### config.mk
export PLATFORM = sky130hd
export DESIGN_NAME = id_stage
export DESIGN_NICKNAME = d
export VERILOG_FILES = /design/src/common/isa_pkg.sv /design/src/common/pipe_pkg.sv /design/src/source/inst_decoder.sv /design/src/source/regfile.sv /design/src/source/operand_forward.sv /design/src/source/branch_unit.sv /design/src/id_stage/id_stage.sv
export VERILOG_INCLUDE_DIRS = /design/src /design/src/common
export SDC_FILE = /design/constraint.sdc
export NUM_CORES = 2
export LEC_CHECK = 0
export ABC_CLOCK_PERIOD_IN_PS = 12550
export BUFFER_PORTS_ARGS = -buffer_cell sky130_fd_sc_hd__buf_2
export CORE_MARGIN = 3
export CORE_UTILIZATION = 35
export CTS_CLUSTER_DIAMETER = 50
export CTS_CLUSTER_SIZE = 24
export DETAILED_ROUTE_END_ITERATION = 8
export SETUP_SLACK_MARGIN = 0.2
export SLEW_MARGIN = 15
export SYNTH_ARGS = -nofsm -noshare
export SYNTH_HDL_FRONTEND = slang
export SYNTH_SLANG_ARGS = --single-unit
### constraint.sdc
create_clock -name clk -period 12.55 [get_ports clk]
set_clock_uncertainty 0.1 [all_clocks]
set_input_delay 1.255 -clock clk [delete_from_list [all_inputs] [get_ports clk]]
set_output_delay 1.255 -clock clk [all_outputs]
set_load 0.005 [all_outputs]
### src/common/id_config.svh
`ifndef ID_CONFIG_SVH
`define ID_CONFIG_SVH

// datapath width
`define ID_XLEN 32

// register file geometry
`define ID_REG_AW 5
`define ID_NUM_REGS 32

// one-hot alu operation
`define ID_ALU_OP_W 12

// bl writes its return address here
`define ID_LINK_REG 1

`endif

### src/common/isa_pkg.sv
`default_nettype none

`include "id_config.svh"

package isa_pkg;

    typedef logic [`ID_REG_AW-1:0] reg_addr_t;
    typedef logic [`ID_XLEN-1:0] word_t;
    typedef logic [`ID_ALU_OP_W-1:0] alu_op_t;
    typedef logic [4:0] load_op_t;
    typedef logic [2:0] store_op_t;

    typedef enum logic [3:0] {
        BR_NONE,
        BR_B,
        BR_BL,
        BR_JIRL,
        BR_BEQ,
        BR_BNE,
        BR_BLT,
        BR_BGE,
        BR_BLTU,
        BR_BGEU
    } br_kind_t;

    // major opcode, inst[31:26]
    localparam logic [5:0] OP_GRP0 = 6'h00;
    localparam logic [5:0] OP_LU12I = 6'h05;
    localparam logic [5:0] OP_PCADDU12I = 6'h07;
    localparam logic [5:0] OP_MEM = 6'h0a;
    localparam logic [5:0] OP_JIRL = 6'h13;
    localparam logic [5:0] OP_B = 6'h14;
    localparam logic [5:0] OP_BL = 6'h15;
    localparam logic [5:0] OP_BEQ = 6'h16;
    localparam logic [5:0] OP_BNE = 6'h17;
    localparam logic [5:0] OP_BLT = 6'h18;
    localparam logic [5:0] OP_BGE = 6'h19;
    localparam logic [5:0] OP_BLTU = 6'h1a;
    localparam logic [5:0] OP_BGEU = 6'h1b;

    // bit positions inside alu_op_t
    localparam int ALU_ADD = 0;
    localparam int ALU_SUB = 1;
    localparam int ALU_SLT = 2;
    localparam int ALU_SLTU = 3;
    localparam int ALU_AND = 4;
    localparam int ALU_NOR = 5;
    localparam int ALU_OR = 6;
    localparam int ALU_XOR = 7;
    localparam int ALU_SLL = 8;
    localparam int ALU_SRL = 9;
    localparam int ALU_SRA = 10;
    localparam int ALU_LUI = 11;

    typedef struct packed {
        alu_op_t   alu_op;
        load_op_t  load_op;
        store_op_t store_op;
        logic      src1_is_pc;
        logic      src2_is_imm;
        logic      gr_we;
        logic      mem_we;
        reg_addr_t dest;
        word_t     imm;
        br_kind_t  br_kind;
        logic      reads_rj;
        logic      reads_second;
    } decode_ctrl_t;

endpackage

`default_nettype wire

### src/common/pipe_pkg.sv
`default_nettype none

package pipe_pkg;

    // fetch to decode
    typedef struct packed {
        isa_pkg::word_t pc;
        isa_pkg::word_t inst;
    } fetch_bundle_t;

    // write-back port into the register file
    typedef struct packed {
        logic               we;
        isa_pkg::reg_addr_t waddr;
        isa_pkg::word_t     wdata;
    } wb_bundle_t;

    // one bypass source from a later stage
    typedef struct packed {
        logic               valid;
        isa_pkg::reg_addr_t dest;
        isa_pkg::word_t     data;
    } fwd_bundle_t;

    // decode to execute
    typedef struct packed {
        isa_pkg::word_t        pc;
        isa_pkg::word_t        rj_value;
        isa_pkg::word_t        rkd_value;
        isa_pkg::decode_ctrl_t ctrl;
    } issue_bundle_t;

    // branch result back to fetch
    typedef struct packed {
        logic           stall;
        logic           taken;
        logic           cancel;
        isa_pkg::word_t target;
    } branch_bundle_t;

endpackage

`default_nettype wire

### src/source/inst_decoder.sv
`timescale 1ns/1ps
`default_nettype none

`include "id_config.svh"

module inst_decoder (
    input  isa_pkg::word_t        inst,
    output isa_pkg::decode_ctrl_t ctrl,
    output isa_pkg::reg_addr_t    raddr1,
    output isa_pkg::reg_addr_t    raddr2
);
    import isa_pkg::*;

    logic [5:0] op_31_26;
    logic [3:0] op_25_22;
    logic [1:0] op_21_20;
    logic [4:0] op_19_15;
    reg_addr_t  rd;
    reg_addr_t  rj;
    reg_addr_t  rk;
    word_t      si12;
    word_t      ui20;
    logic       known;
    logic       is_cond;
    logic       src_is_rd;

    assign op_31_26 = inst[31:26];
    assign op_25_22 = inst[25:22];
    assign op_21_20 = inst[21:20];
    assign op_19_15 = inst[19:15];
    assign rd = inst[4:0];
    assign rj = inst[9:5];
    assign rk = inst[14:10];
    assign si12 = {{20{inst[21]}}, inst[21:10]};
    assign ui20 = {inst[24:5], 12'b0};

    always_comb begin
        ctrl = '0;
        known = 1'b1;
        ctrl.dest = rd;
        case (op_31_26)
            OP_GRP0: begin
                ctrl.reads_rj = 1'b1;
                if (op_25_22 == 4'h0 && op_21_20 == 2'h1) begin
                    // three-register ops
                    ctrl.reads_second = 1'b1;
                    case (op_19_15)
                        5'h00: ctrl.alu_op[ALU_ADD] = 1'b1;
                        5'h02: ctrl.alu_op[ALU_SUB] = 1'b1;
                        5'h04: ctrl.alu_op[ALU_SLT] = 1'b1;
                        5'h05: ctrl.alu_op[ALU_SLTU] = 1'b1;
                        5'h08: ctrl.alu_op[ALU_NOR] = 1'b1;
                        5'h09: ctrl.alu_op[ALU_AND] = 1'b1;
                        5'h0a: ctrl.alu_op[ALU_OR] = 1'b1;
                        5'h0b: ctrl.alu_op[ALU_XOR] = 1'b1;
                        5'h0e: ctrl.alu_op[ALU_SLL] = 1'b1;
                        5'h0f: ctrl.alu_op[ALU_SRL] = 1'b1;
                        5'h10: ctrl.alu_op[ALU_SRA] = 1'b1;
                        default: known = 1'b0;
                    endcase
                end else if (op_25_22 == 4'h1 && op_21_20 == 2'h0) begin
                    // shift by ui5
                    ctrl.src2_is_imm = 1'b1;
                    ctrl.imm = word_t'(rk);
                    case (op_19_15)
                        5'h01: ctrl.alu_op[ALU_SLL] = 1'b1;
                        5'h09: ctrl.alu_op[ALU_SRL] = 1'b1;
                        5'h11: ctrl.alu_op[ALU_SRA] = 1'b1;
                        default: known = 1'b0;
                    endcase
                end else begin
                    ctrl.src2_is_imm = 1'b1;
                    ctrl.imm = si12;
                    case (op_25_22)
                        4'h8: ctrl.alu_op[ALU_SLT] = 1'b1;
                        4'h9: ctrl.alu_op[ALU_SLTU] = 1'b1;
                        4'ha: ctrl.alu_op[ALU_ADD] = 1'b1;
                        4'hd: ctrl.alu_op[ALU_AND] = 1'b1;
                        4'he: ctrl.alu_op[ALU_OR] = 1'b1;
                        4'hf: ctrl.alu_op[ALU_XOR] = 1'b1;
                        default: known = 1'b0;
                    endcase
                    // logic immediates are zero-extended
                    if (op_25_22 >= 4'hd) begin
                        ctrl.imm = {20'b0, inst[21:10]};
                    end
                end
            end
            OP_LU12I, OP_PCADDU12I: begin
                known = ~inst[25];
                ctrl.src2_is_imm = 1'b1;
                ctrl.imm = ui20;
                ctrl.src1_is_pc = (op_31_26 == OP_PCADDU12I);
                ctrl.alu_op[ALU_LUI] = (op_31_26 == OP_LU12I);
                ctrl.alu_op[ALU_ADD] = (op_31_26 == OP_PCADDU12I);
            end
            OP_MEM: begin
                // address is rj + si12
                ctrl.reads_rj = 1'b1;
                ctrl.src2_is_imm = 1'b1;
                ctrl.imm = si12;
                ctrl.alu_op[ALU_ADD] = 1'b1;
                case (op_25_22)
                    4'h0: ctrl.load_op[0] = 1'b1;
                    4'h1: ctrl.load_op[1] = 1'b1;
                    4'h2: ctrl.load_op[2] = 1'b1;
                    4'h8: ctrl.load_op[3] = 1'b1;
                    4'h9: ctrl.load_op[4] = 1'b1;
                    4'h4: ctrl.store_op[0] = 1'b1;
                    4'h5: ctrl.store_op[1] = 1'b1;
                    4'h6: ctrl.store_op[2] = 1'b1;
                    default: known = 1'b0;
                endcase
                ctrl.reads_second = |ctrl.store_op;
            end
            OP_JIRL, OP_BL: begin
                // link value is pc + 4
                ctrl.reads_rj = (op_31_26 == OP_JIRL);
                ctrl.src1_is_pc = 1'b1;
                ctrl.src2_is_imm = 1'b1;
                ctrl.imm = 32'd4;
                ctrl.alu_op[ALU_ADD] = 1'b1;
                ctrl.br_kind = (op_31_26 == OP_JIRL) ? BR_JIRL : BR_BL;
                if (op_31_26 == OP_BL) begin
                    ctrl.dest = reg_addr_t'(`ID_LINK_REG);
                end
            end
            OP_B: ctrl.br_kind = BR_B;
            OP_BEQ, OP_BNE, OP_BLT, OP_BGE, OP_BLTU, OP_BGEU: begin
                ctrl.reads_rj = 1'b1;
                ctrl.reads_second = 1'b1;
                ctrl.br_kind = br_kind_t'(op_31_26 - OP_BEQ + 6'(BR_BEQ));
            end
            default: known = 1'b0;
        endcase
        if (!known) begin
            ctrl = '0;
        end
        ctrl.mem_we = |ctrl.store_op;
        ctrl.gr_we = known && !ctrl.mem_we && ctrl.br_kind != BR_B
                     && !(ctrl.br_kind inside {BR_BEQ, BR_BNE, BR_BLT, BR_BGE,
                                               BR_BLTU, BR_BGEU});
    end

    assign is_cond = inst[31:26] inside {OP_BEQ, OP_BNE, OP_BLT, OP_BGE, OP_BLTU, OP_BGEU};
    assign src_is_rd = is_cond || (op_31_26 == OP_MEM && op_25_22 inside {4'h4, 4'h5, 4'h6});
    assign raddr1 = rj;
    assign raddr2 = src_is_rd ? rd : rk;

endmodule

`default_nettype wire

### src/source/regfile.sv
`timescale 1ns/1ps
`default_nettype none

`include "id_config.svh"

module regfile (
    input  logic                 clk,
    input  isa_pkg::reg_addr_t   raddr1,
    input  isa_pkg::reg_addr_t   raddr2,
    output isa_pkg::word_t       rdata1,
    output isa_pkg::word_t       rdata2,
    input  pipe_pkg::wb_bundle_t wb
);
    import isa_pkg::*;

    word_t rf [`ID_NUM_REGS];

    always_ff @(posedge clk) begin
        // r0 is hardwired, never stored
        if (wb.we && wb.waddr != '0) begin
            rf[wb.waddr] <= wb.wdata;
        end
    end

    assign rdata1 = (raddr1 == '0) ? '0 : rf[raddr1];
    assign rdata2 = (raddr2 == '0) ? '0 : rf[raddr2];

endmodule

`default_nettype wire

### src/source/operand_forward.sv
`timescale 1ns/1ps
`default_nettype none

module operand_forward (
    input  isa_pkg::reg_addr_t    raddr1,
    input  isa_pkg::reg_addr_t    raddr2,
    input  isa_pkg::word_t        rdata1,
    input  isa_pkg::word_t        rdata2,
    input  pipe_pkg::fwd_bundle_t es_fwd,
    input  pipe_pkg::fwd_bundle_t ms_fwd,
    input  pipe_pkg::wb_bundle_t  wb,
    output isa_pkg::word_t        rj_value,
    output isa_pkg::word_t        rkd_value
);
    import isa_pkg::*;
    import pipe_pkg::*;

    // youngest producer wins
    function automatic word_t pick(input reg_addr_t addr, input word_t rf_data,
                                   input fwd_bundle_t es, input fwd_bundle_t ms,
                                   input wb_bundle_t w);
        word_t val;
        if (es.valid && es.dest != '0 && es.dest == addr) begin
            val = es.data;
        end else if (ms.valid && ms.dest != '0 && ms.dest == addr) begin
            val = ms.data;
        end else if (w.we && w.waddr != '0 && w.waddr == addr) begin
            val = w.wdata;
        end else begin
            val = rf_data;
        end
        return val;
    endfunction

    assign rj_value = pick(raddr1, rdata1, es_fwd, ms_fwd, wb);
    assign rkd_value = pick(raddr2, rdata2, es_fwd, ms_fwd, wb);

endmodule

`default_nettype wire

### src/source/branch_unit.sv
`timescale 1ns/1ps
`default_nettype none

`include "id_config.svh"

module branch_unit (
    input  isa_pkg::word_t           pc,
    input  logic [25:0]              imm_field,
    input  isa_pkg::br_kind_t        br_kind,
    input  isa_pkg::word_t           rj_value,
    input  isa_pkg::word_t           rkd_value,
    input  logic                     issue_ok,
    input  logic                     hazard,
    input  logic                     es_allowin,
    output pipe_pkg::branch_bundle_t br
);
    import isa_pkg::*;

    logic [`ID_XLEN:0] diff;
    logic              is_eq;
    logic              is_lt;
    logic              is_ltu;
    logic              is_cond;
    logic              cond_met;
    logic              stall;
    logic              taken;
    word_t             offs16;
    word_t             offs26;
    word_t             target;

    // rj - rkd, carry out clear means borrow
    assign diff = {1'b0, rj_value} + {1'b0, ~rkd_value} + 1'b1;
    assign is_eq = (diff[`ID_XLEN-1:0] == '0);
    assign is_ltu = ~diff[`ID_XLEN];
    assign is_lt = (rj_value[`ID_XLEN-1] & ~rkd_value[`ID_XLEN-1])
                 | (~(rj_value[`ID_XLEN-1] ^ rkd_value[`ID_XLEN-1]) & diff[`ID_XLEN-1]);

    assign is_cond = br_kind inside {BR_BEQ, BR_BNE, BR_BLT, BR_BGE, BR_BLTU, BR_BGEU};

    always_comb begin
        case (br_kind)
            BR_B, BR_BL, BR_JIRL: cond_met = 1'b1;
            BR_BEQ: cond_met = is_eq;
            BR_BNE: cond_met = ~is_eq;
            BR_BLT: cond_met = is_lt;
            BR_BGE: cond_met = ~is_lt;
            BR_BLTU: cond_met = is_ltu;
            BR_BGEU: cond_met = ~is_ltu;
            default: cond_met = 1'b0;
        endcase
    end

    assign offs16 = {{14{imm_field[15]}}, imm_field[15:0], 2'b0};
    assign offs26 = {{4{imm_field[25]}}, imm_field, 2'b0};
    assign target = (br_kind == BR_JIRL) ? rj_value + offs16
                  : (br_kind == BR_B || br_kind == BR_BL) ? pc + offs26
                  : pc + offs16;

    // compare needs both operands, so wait out a pending load
    assign stall = hazard && is_cond;
    assign taken = cond_met && issue_ok && !stall;

    assign br.stall = stall;
    assign br.taken = taken;
    assign br.cancel = taken && es_allowin;
    assign br.target = issue_ok ? target : '0;

endmodule

`default_nettype wire

### src/id_stage/id_stage.sv
`timescale 1ns/1ps
`default_nettype none

module id_stage (
    input  logic                     clk,
    input  logic                     reset,
    input  logic                     fs_to_ds_valid,
    input  pipe_pkg::fetch_bundle_t  fs_to_ds_bus,
    output logic                     ds_allowin,
    input  logic                     es_allowin,
    input  pipe_pkg::fwd_bundle_t    es_fwd,
    input  logic                     es_blk,
    input  pipe_pkg::fwd_bundle_t    ms_fwd,
    input  pipe_pkg::wb_bundle_t     ws_to_rf,
    input  logic                     flush,
    output logic                     ds_to_es_valid,
    output pipe_pkg::issue_bundle_t  ds_to_es_bus,
    output pipe_pkg::branch_bundle_t br_bus
);
    import isa_pkg::*;
    import pipe_pkg::*;

    logic          ds_valid;
    logic          ds_ready_go;
    logic          hazard;
    fetch_bundle_t fs_r;
    decode_ctrl_t  ctrl;
    reg_addr_t     raddr1;
    reg_addr_t     raddr2;
    word_t         rdata1;
    word_t         rdata2;
    word_t         rj_value;
    word_t         rkd_value;

    always_ff @(posedge clk) begin
        if (reset) begin
            ds_valid <= 1'b0;
        end else if (br_bus.cancel || flush) begin
            ds_valid <= 1'b0;
        end else if (ds_allowin) begin
            ds_valid <= fs_to_ds_valid;
        end
    end

    always_ff @(posedge clk) begin
        if (fs_to_ds_valid && ds_allowin) begin
            fs_r <= fs_to_ds_bus;
        end
    end

    // load in execute feeding a source we actually read
    assign hazard = ds_valid && es_blk
                    && ((ctrl.reads_rj && es_fwd.dest == raddr1)
                        || (ctrl.reads_second && es_fwd.dest == raddr2));

    assign ds_ready_go = flush || !hazard;
    assign ds_allowin = !ds_valid || (ds_ready_go && es_allowin);
    assign ds_to_es_valid = ds_valid && ds_ready_go && !flush;

    inst_decoder u_decoder (
        .inst   (fs_r.inst),
        .ctrl   (ctrl),
        .raddr1 (raddr1),
        .raddr2 (raddr2)
    );

    regfile u_regfile (
        .clk    (clk),
        .raddr1 (raddr1),
        .raddr2 (raddr2),
        .rdata1 (rdata1),
        .rdata2 (rdata2),
        .wb     (ws_to_rf)
    );

    operand_forward u_forward (
        .raddr1    (raddr1),
        .raddr2    (raddr2),
        .rdata1    (rdata1),
        .rdata2    (rdata2),
        .es_fwd    (es_fwd),
        .ms_fwd    (ms_fwd),
        .wb        (ws_to_rf),
        .rj_value  (rj_value),
        .rkd_value (rkd_value)
    );

    // offs26 layout, low 16 bits double as offs16
    branch_unit u_branch (
        .pc         (fs_r.pc),
        .imm_field  ({fs_r.inst[9:0], fs_r.inst[25:10]}),
        .br_kind    (ctrl.br_kind),
        .rj_value   (rj_value),
        .rkd_value  (rkd_value),
        .issue_ok   (ds_to_es_valid),
        .hazard     (hazard),
        .es_allowin (es_allowin),
        .br         (br_bus)
    );

    assign ds_to_es_bus.pc = fs_r.pc;
    assign ds_to_es_bus.rj_value = rj_value;
    assign ds_to_es_bus.rkd_value = rkd_value;
    assign ds_to_es_bus.ctrl = ctrl;

endmodule

`default_nettype wire

After elaboration in Yosys (flattened, before gate mapping) --
Memories as Yosys holds them, arrays and structs flattened. A register that Yosys moved wholly into a read port is not among the register bits. Index checks and enable logic that the tools add are counted.
Word-level totals: register bits 65, memory bits (writable) 1024, bits of input ports 184, output and inout bits 200, word-level logic and storage cells 221, memories kept 1
Memory list:
- u_regfile.rf | depth 32, width 32, read ports 2, clocked after memory_dff 1, write ports 1, line regfile.sv:16 | word_t rf [`ID_NUM_REGS];
Cells by class: add/sub/neg operators 7, $lt $le $gt $ge 1, eq/ne operators 52, mux-type cells 79, bitwise logic cells 11, reduce and logical (&&, ||, !) cells 67
Operator list (count):
- $mux 32 | 14
- $pmux 32 s4 | 1
- $add 32x32->32 | 3
- $mux 67 | 1
- $eq 6x5->1 const B | 9
- $mux 1 | 44
- $add 32x32->33 | 1
- $add 33x1->33 const B | 1
- $eq 4x4->1 const B | 8
- $logic_not 32->1 | 1
- $not 32->32 | 1
- $eq 5x4->1 const B | 6
- $eq 5x5->1 | 6
- $eq 4x3->1 const B | 7
- $logic_and 1x1->1 | 27
- $mux 5 | 5
- $reduce_or 8->1 | 2
- $logic_not 5->1 | 3
- $reduce_bool 5->1 | 3
- $reduce_or 3->1 | 5
- $eq 4x2->1 const B | 3
- $eq 6x3->1 const B | 2
- $pmux 4 s3 | 1
- $reduce_bool 6->1 | 2
- other kinds (34) | 61

Longest topological paths before layout --
depth in word-level cells 22, gate-level depth with buffers 39, mapped depth without buffers 31

Modules after synthesis --
A second synthesis with hierarchy kept.
Unflattened totals: cell total of the unflattened synthesis 3997, area total of the unflattened synthesis 58955.3 µm²
By module, submodules not included:
- regfile | instances 1, cells an instance 2400, area each 46998.8 µm², seq. area each 30749.5 µm²
- branch_unit | instances 1, cells an instance 851, area each 5656.7 µm², seq. area each 0.0 µm²
- operand_forward | instances 1, cells an instance 379, area each 2532.4 µm², seq. area each 0.0 µm²
- id_stage | instances 1, cells an instance 120, area each 2361.0 µm², seq. area each 1941.9 µm²
- inst_decoder | instances 1, cells an instance 247, area each 1406.3 µm², seq. area each 0.0 µm²

Least setup slack after synthesis --
Ideal clock, no wire load.
path type input-to-output, start in ws_to_rf[35] (netlist bit), end out br_bus[32] (netlist bit), data arrival time 8.434 ns, slack 2.761 ns, cell stages on the path 32, buffers on the path 5, cells stage by stage clkbuf_1 > or3_1 > o21ai_0 > a2111oi_0 > clkbuf_1 > clkbuf_1 > nand2_1 > o21ai_0 > mux2i_1 > a21oi_1 > ha_1 > buf_4 > and2_1 > buf_6 > a221oi_2 > or3_1 > o311a_1 > a31oi_1 > o21a_1 > nor2_1 > nor2_1 > o21ai_0 > nand2b_1 > fa_1 > or4_4 > nor4_2 > nand4_1 > or4b_1 > nor4_2 > nand4_1 > or4_1 > nand2_1
RTL lines:
- from (decl) | line id_stage.sv:14 | input pipe_pkg::wb_bundle_t ws_to_rf,
- to (decl) | line id_stage.sv:18 | output pipe_pkg::branch_bundle_t br_bus

==> flow_metrics.env <==
export IMPL_slowest_delay_ps=790
export IMPL_top_usage_layer="met2"
export IMPL_mostFrequentLayoutCells="edfxtp_1 (1088), mux2i_1 (846), mux4_2 (384)"
export IMPL_gp_congestion=0.934
export IMPL_cts_path_max_buffers=3
export IMPL_drc=0
export IMPL_status="finished clean"
export IMPL_setup_worst_path_class="flip-flop to primary output"
export IMPL_drive_above_1_share_pct=26.7
export IMPL_max_freq_ghz=0.0847
export IMPL_ys_warnings_count=0
export IMPL_worst_slew_pin_slew_ps=1230
export IMPL_cts_buffers=130
export IMPL_synth_cell_types=104
export IMPL_grt_use_met1_pct=31.0
export IMPL_hold_buffers=0
export IMPL_final_common_cell="edfxtp_1"
export IMPL_report_final_slew_viol_count=0
export IMPL_cp_top_family="simple AND/OR/NAND/NOR gates"
export IMPL_path_max_fanout=32
export IMPL_cts_sinks=1094
export IMPL_path_clk_slew_ps=60
export IMPL_grt_max_degree=70
export IMPL_first_global_vias=40000
export IMPL_post_route_period_util_pct=94.1
export IMPL_min_path_type="input pin to flip-flop"
export IMPL_startpoint_type="flip-flop"
export IMPL_maxCapViolations=0
export IMPL_grt_overflow=0
export IMPL_clk_latency_ps=800
export IMPL_synth_cells=4141
export IMPL_grt_pass1_wl_um=309000
export IMPL_crit_required_ps=11190
export IMPL_power_leakage_uw=0.0262
export IMPL_cts_htree_levels=4
export IMPL_coreArea_um2=172000
export IMPL_synth_seq_area_share_pct=53.8
export IMPL_met2_usage_pct=39.5
export IMPL_crit_arrival_ps=10450
export IMPL_ys_ff_latch=1094
export IMPL_power_density_nw_per_um2=146
export IMPL_crit_path_top_delay_cell="o21ai_2"
export IMPL_setup_tns_ps=0
export IMPL_slew_limit_headroom_pct=18.3
export IMPL_pin_count=384
export IMPL_fill_cells=15700
export IMPL_die_h_um=423
export IMPL_grt_usage_pct=24.3
export IMPL_place_ws_ps=975
export IMPL_num_vias=41500
export IMPL_hold_viol_final=0
export IMPL_dp_hpwl_um=142000
export IMPL_setup_viol=0
export IMPL_worst_slack_ps=740
export IMPL_die_w_um=423
export IMPL_tritoncts="done"
export IMPL_antenna_found_initial=54
export IMPL_ys_flop_type="edfxtp_1"
export IMPL_fin_crit_ps=11810
export IMPL_wl_per_cell_um=32.1
export IMPL_row_count=152
export IMPL_drt_initial_drc_count=4961
export IMPL_crit_buf_inv=4
export IMPL_netlist_area_um2=60900
export IMPL_avgSynthCellArea_um2=14.7
export IMPL_async_flop_share_pct=0
export IMPL_synth_enable_flop_cells=1088
export IMPL_initial_utilization_pct=35.4
export IMPL_avgViaCountPerCell=5.95
export IMPL_worstSetupEndpointType="primary output"
export IMPL_cts_root_buf="clkbuf_16"
export IMPL_rsz0062_at_grt="false"
export IMPL_routed_wl_um=224000
export IMPL_max_vdd_ir_drop_mv=0.136
export IMPL_synthToLayoutAreaGrowth_pct=16.1
export IMPL_portBuffers=383
export IMPL_drt_first_pass_iters=6
export IMPL_die_area_um2=179000
export IMPL_nets=4816
export IMPL_ant_nets=0
export IMPL_grt_use_met3_pct=4.73
-- timing repair --
item / in CTS / in global routing
cloned: 1 / 1
buffers inserted: 0 / 8
gates resized for setup: 3 / 6
pin swaps: 1 / 2
endpoints found under the setup margin: 1 / 2
-- sequential cells by signal (all words and copies together), names as in the netlist, named ones only --
name and flops:
ds_valid 1, fs_r 32, u_regfile.rf 1024, ds_to_es_bus 32
-- final cells by class --
class | instances | area, um2 | share of cell area (%)
timing repair buffer | 534 | 3350 | 4.73
antenna | 27 | 67.6 | 0.0955
inverter | 41 | 154 | 0.218
multi-input combinational | 2736 | 27000 | 38.2
clock buffer | 140 | 3290 | 4.65
clock inverter | 98 | 1160 | 1.64
tap | 2310 | 2890 | 4.09
sequential | 1094 | 32800 | 46.4
-- cells in the mapped netlist, types with 26 or more instances --
master / instances / area share [%]
nor2_1: 182 / 1.1
clkbuf_1: 117 / 0.72
nand3_1: 49 / 0.40
xor2_1: 26 / 0.37
edfxtp_1: 1088 / 54
nor3_1: 31 / 0.25
a211oi_1: 28 / 0.34
a21o_1: 58 / 0.71
mux2i_1: 846 / 14
ha_1: 91 / 1.9
a21oi_1: 151 / 1.2
o22ai_1: 39 / 0.40
a22o_1: 32 / 0.46
mux4_2: 384 / 14
inv_1: 39 / 0.24
nor2b_1: 80 / 0.82
and2_1: 55 / 0.56
xnor2_1: 53 / 0.76
buf_4: 53 / 0.65
buf_2: 107 / 0.88
nand2_1: 185 / 1.1
o21ai_0: 109 / 0.90
-- kinds of logic after synthesis --
logic type / after synthesis / share of synthesized area (%)
buffers and inverters: 344 / 2.71
AND/OR/NAND/NOR: 721 / 5.95
AO/OA/AOI/OAI: 566 / 6.08
other: 1 / 0.00615
flip-flops: 1094 / 53.8
XOR/XNOR: 79 / 1.14
multiplexers: 1241 / 28.3
adder cells (fa/ha/maj): 95 / 2.00
-- final timing paths --
kind                                            start                     endpoint  slack, ps  cells after the start
worst min register to register  ds_valid$_SDFFE_PP0N_        ds_valid$_SDFFE_PP0N_        630                      3
worst min-delay path                 fs_to_ds_bus[54]  ds_to_es_bus[153]$_DFFE_PP_        550                      1
worst max-delay path               fs_r[23]$_DFFE_PP_                   br_bus[32]        740                     33
worst max register to register     fs_r[23]$_DFFE_PP_        ds_valid$_SDFFE_PP0N_       2680                     32
-- worst register-to-register path, delay by kind of cell, from the launching register on --
kind	cells	cell delay [ps]
and+or+nand+nor	18	4630
AOI/OAI and AO/OA	8	2450
buffers and inverters	3	930
adders and majority gates	2	880
DFF	1	680
muxes	1	80
-- per-layer routing --
layer  vias up  part of all wire (%)
li1      17400                     -
met2      2225                    47
met3       492                   8.8
met5         -                 0.021
met1     21400                    38
met4         8                   5.4
-- metrics by stage --
step                      hold WS [ps]  total power (uW)  utilization, %  instances  cell area [um2]
final                              545             10400            41.0       6980            70700
after global routing               508             10700            41.0       6967            70700
after CTS                          487             10400            40.9       6943            70500
after detailed placement           627              6490            38.3       6704            66000
after global placement             632              6490            38.3       6704            66000
after floorplan                    564              5680               -       4172            61100
-- power breakdown --
group	internal [uW]	switching [uW]	leakage, uW	total (uW)
registers	4090	77.6	0.00992	4160
clock network	2160	1740	0.00216	3900
logic	942	1350	0.0141	2290
Note: power is estimated with default switching activity, not from simulation.
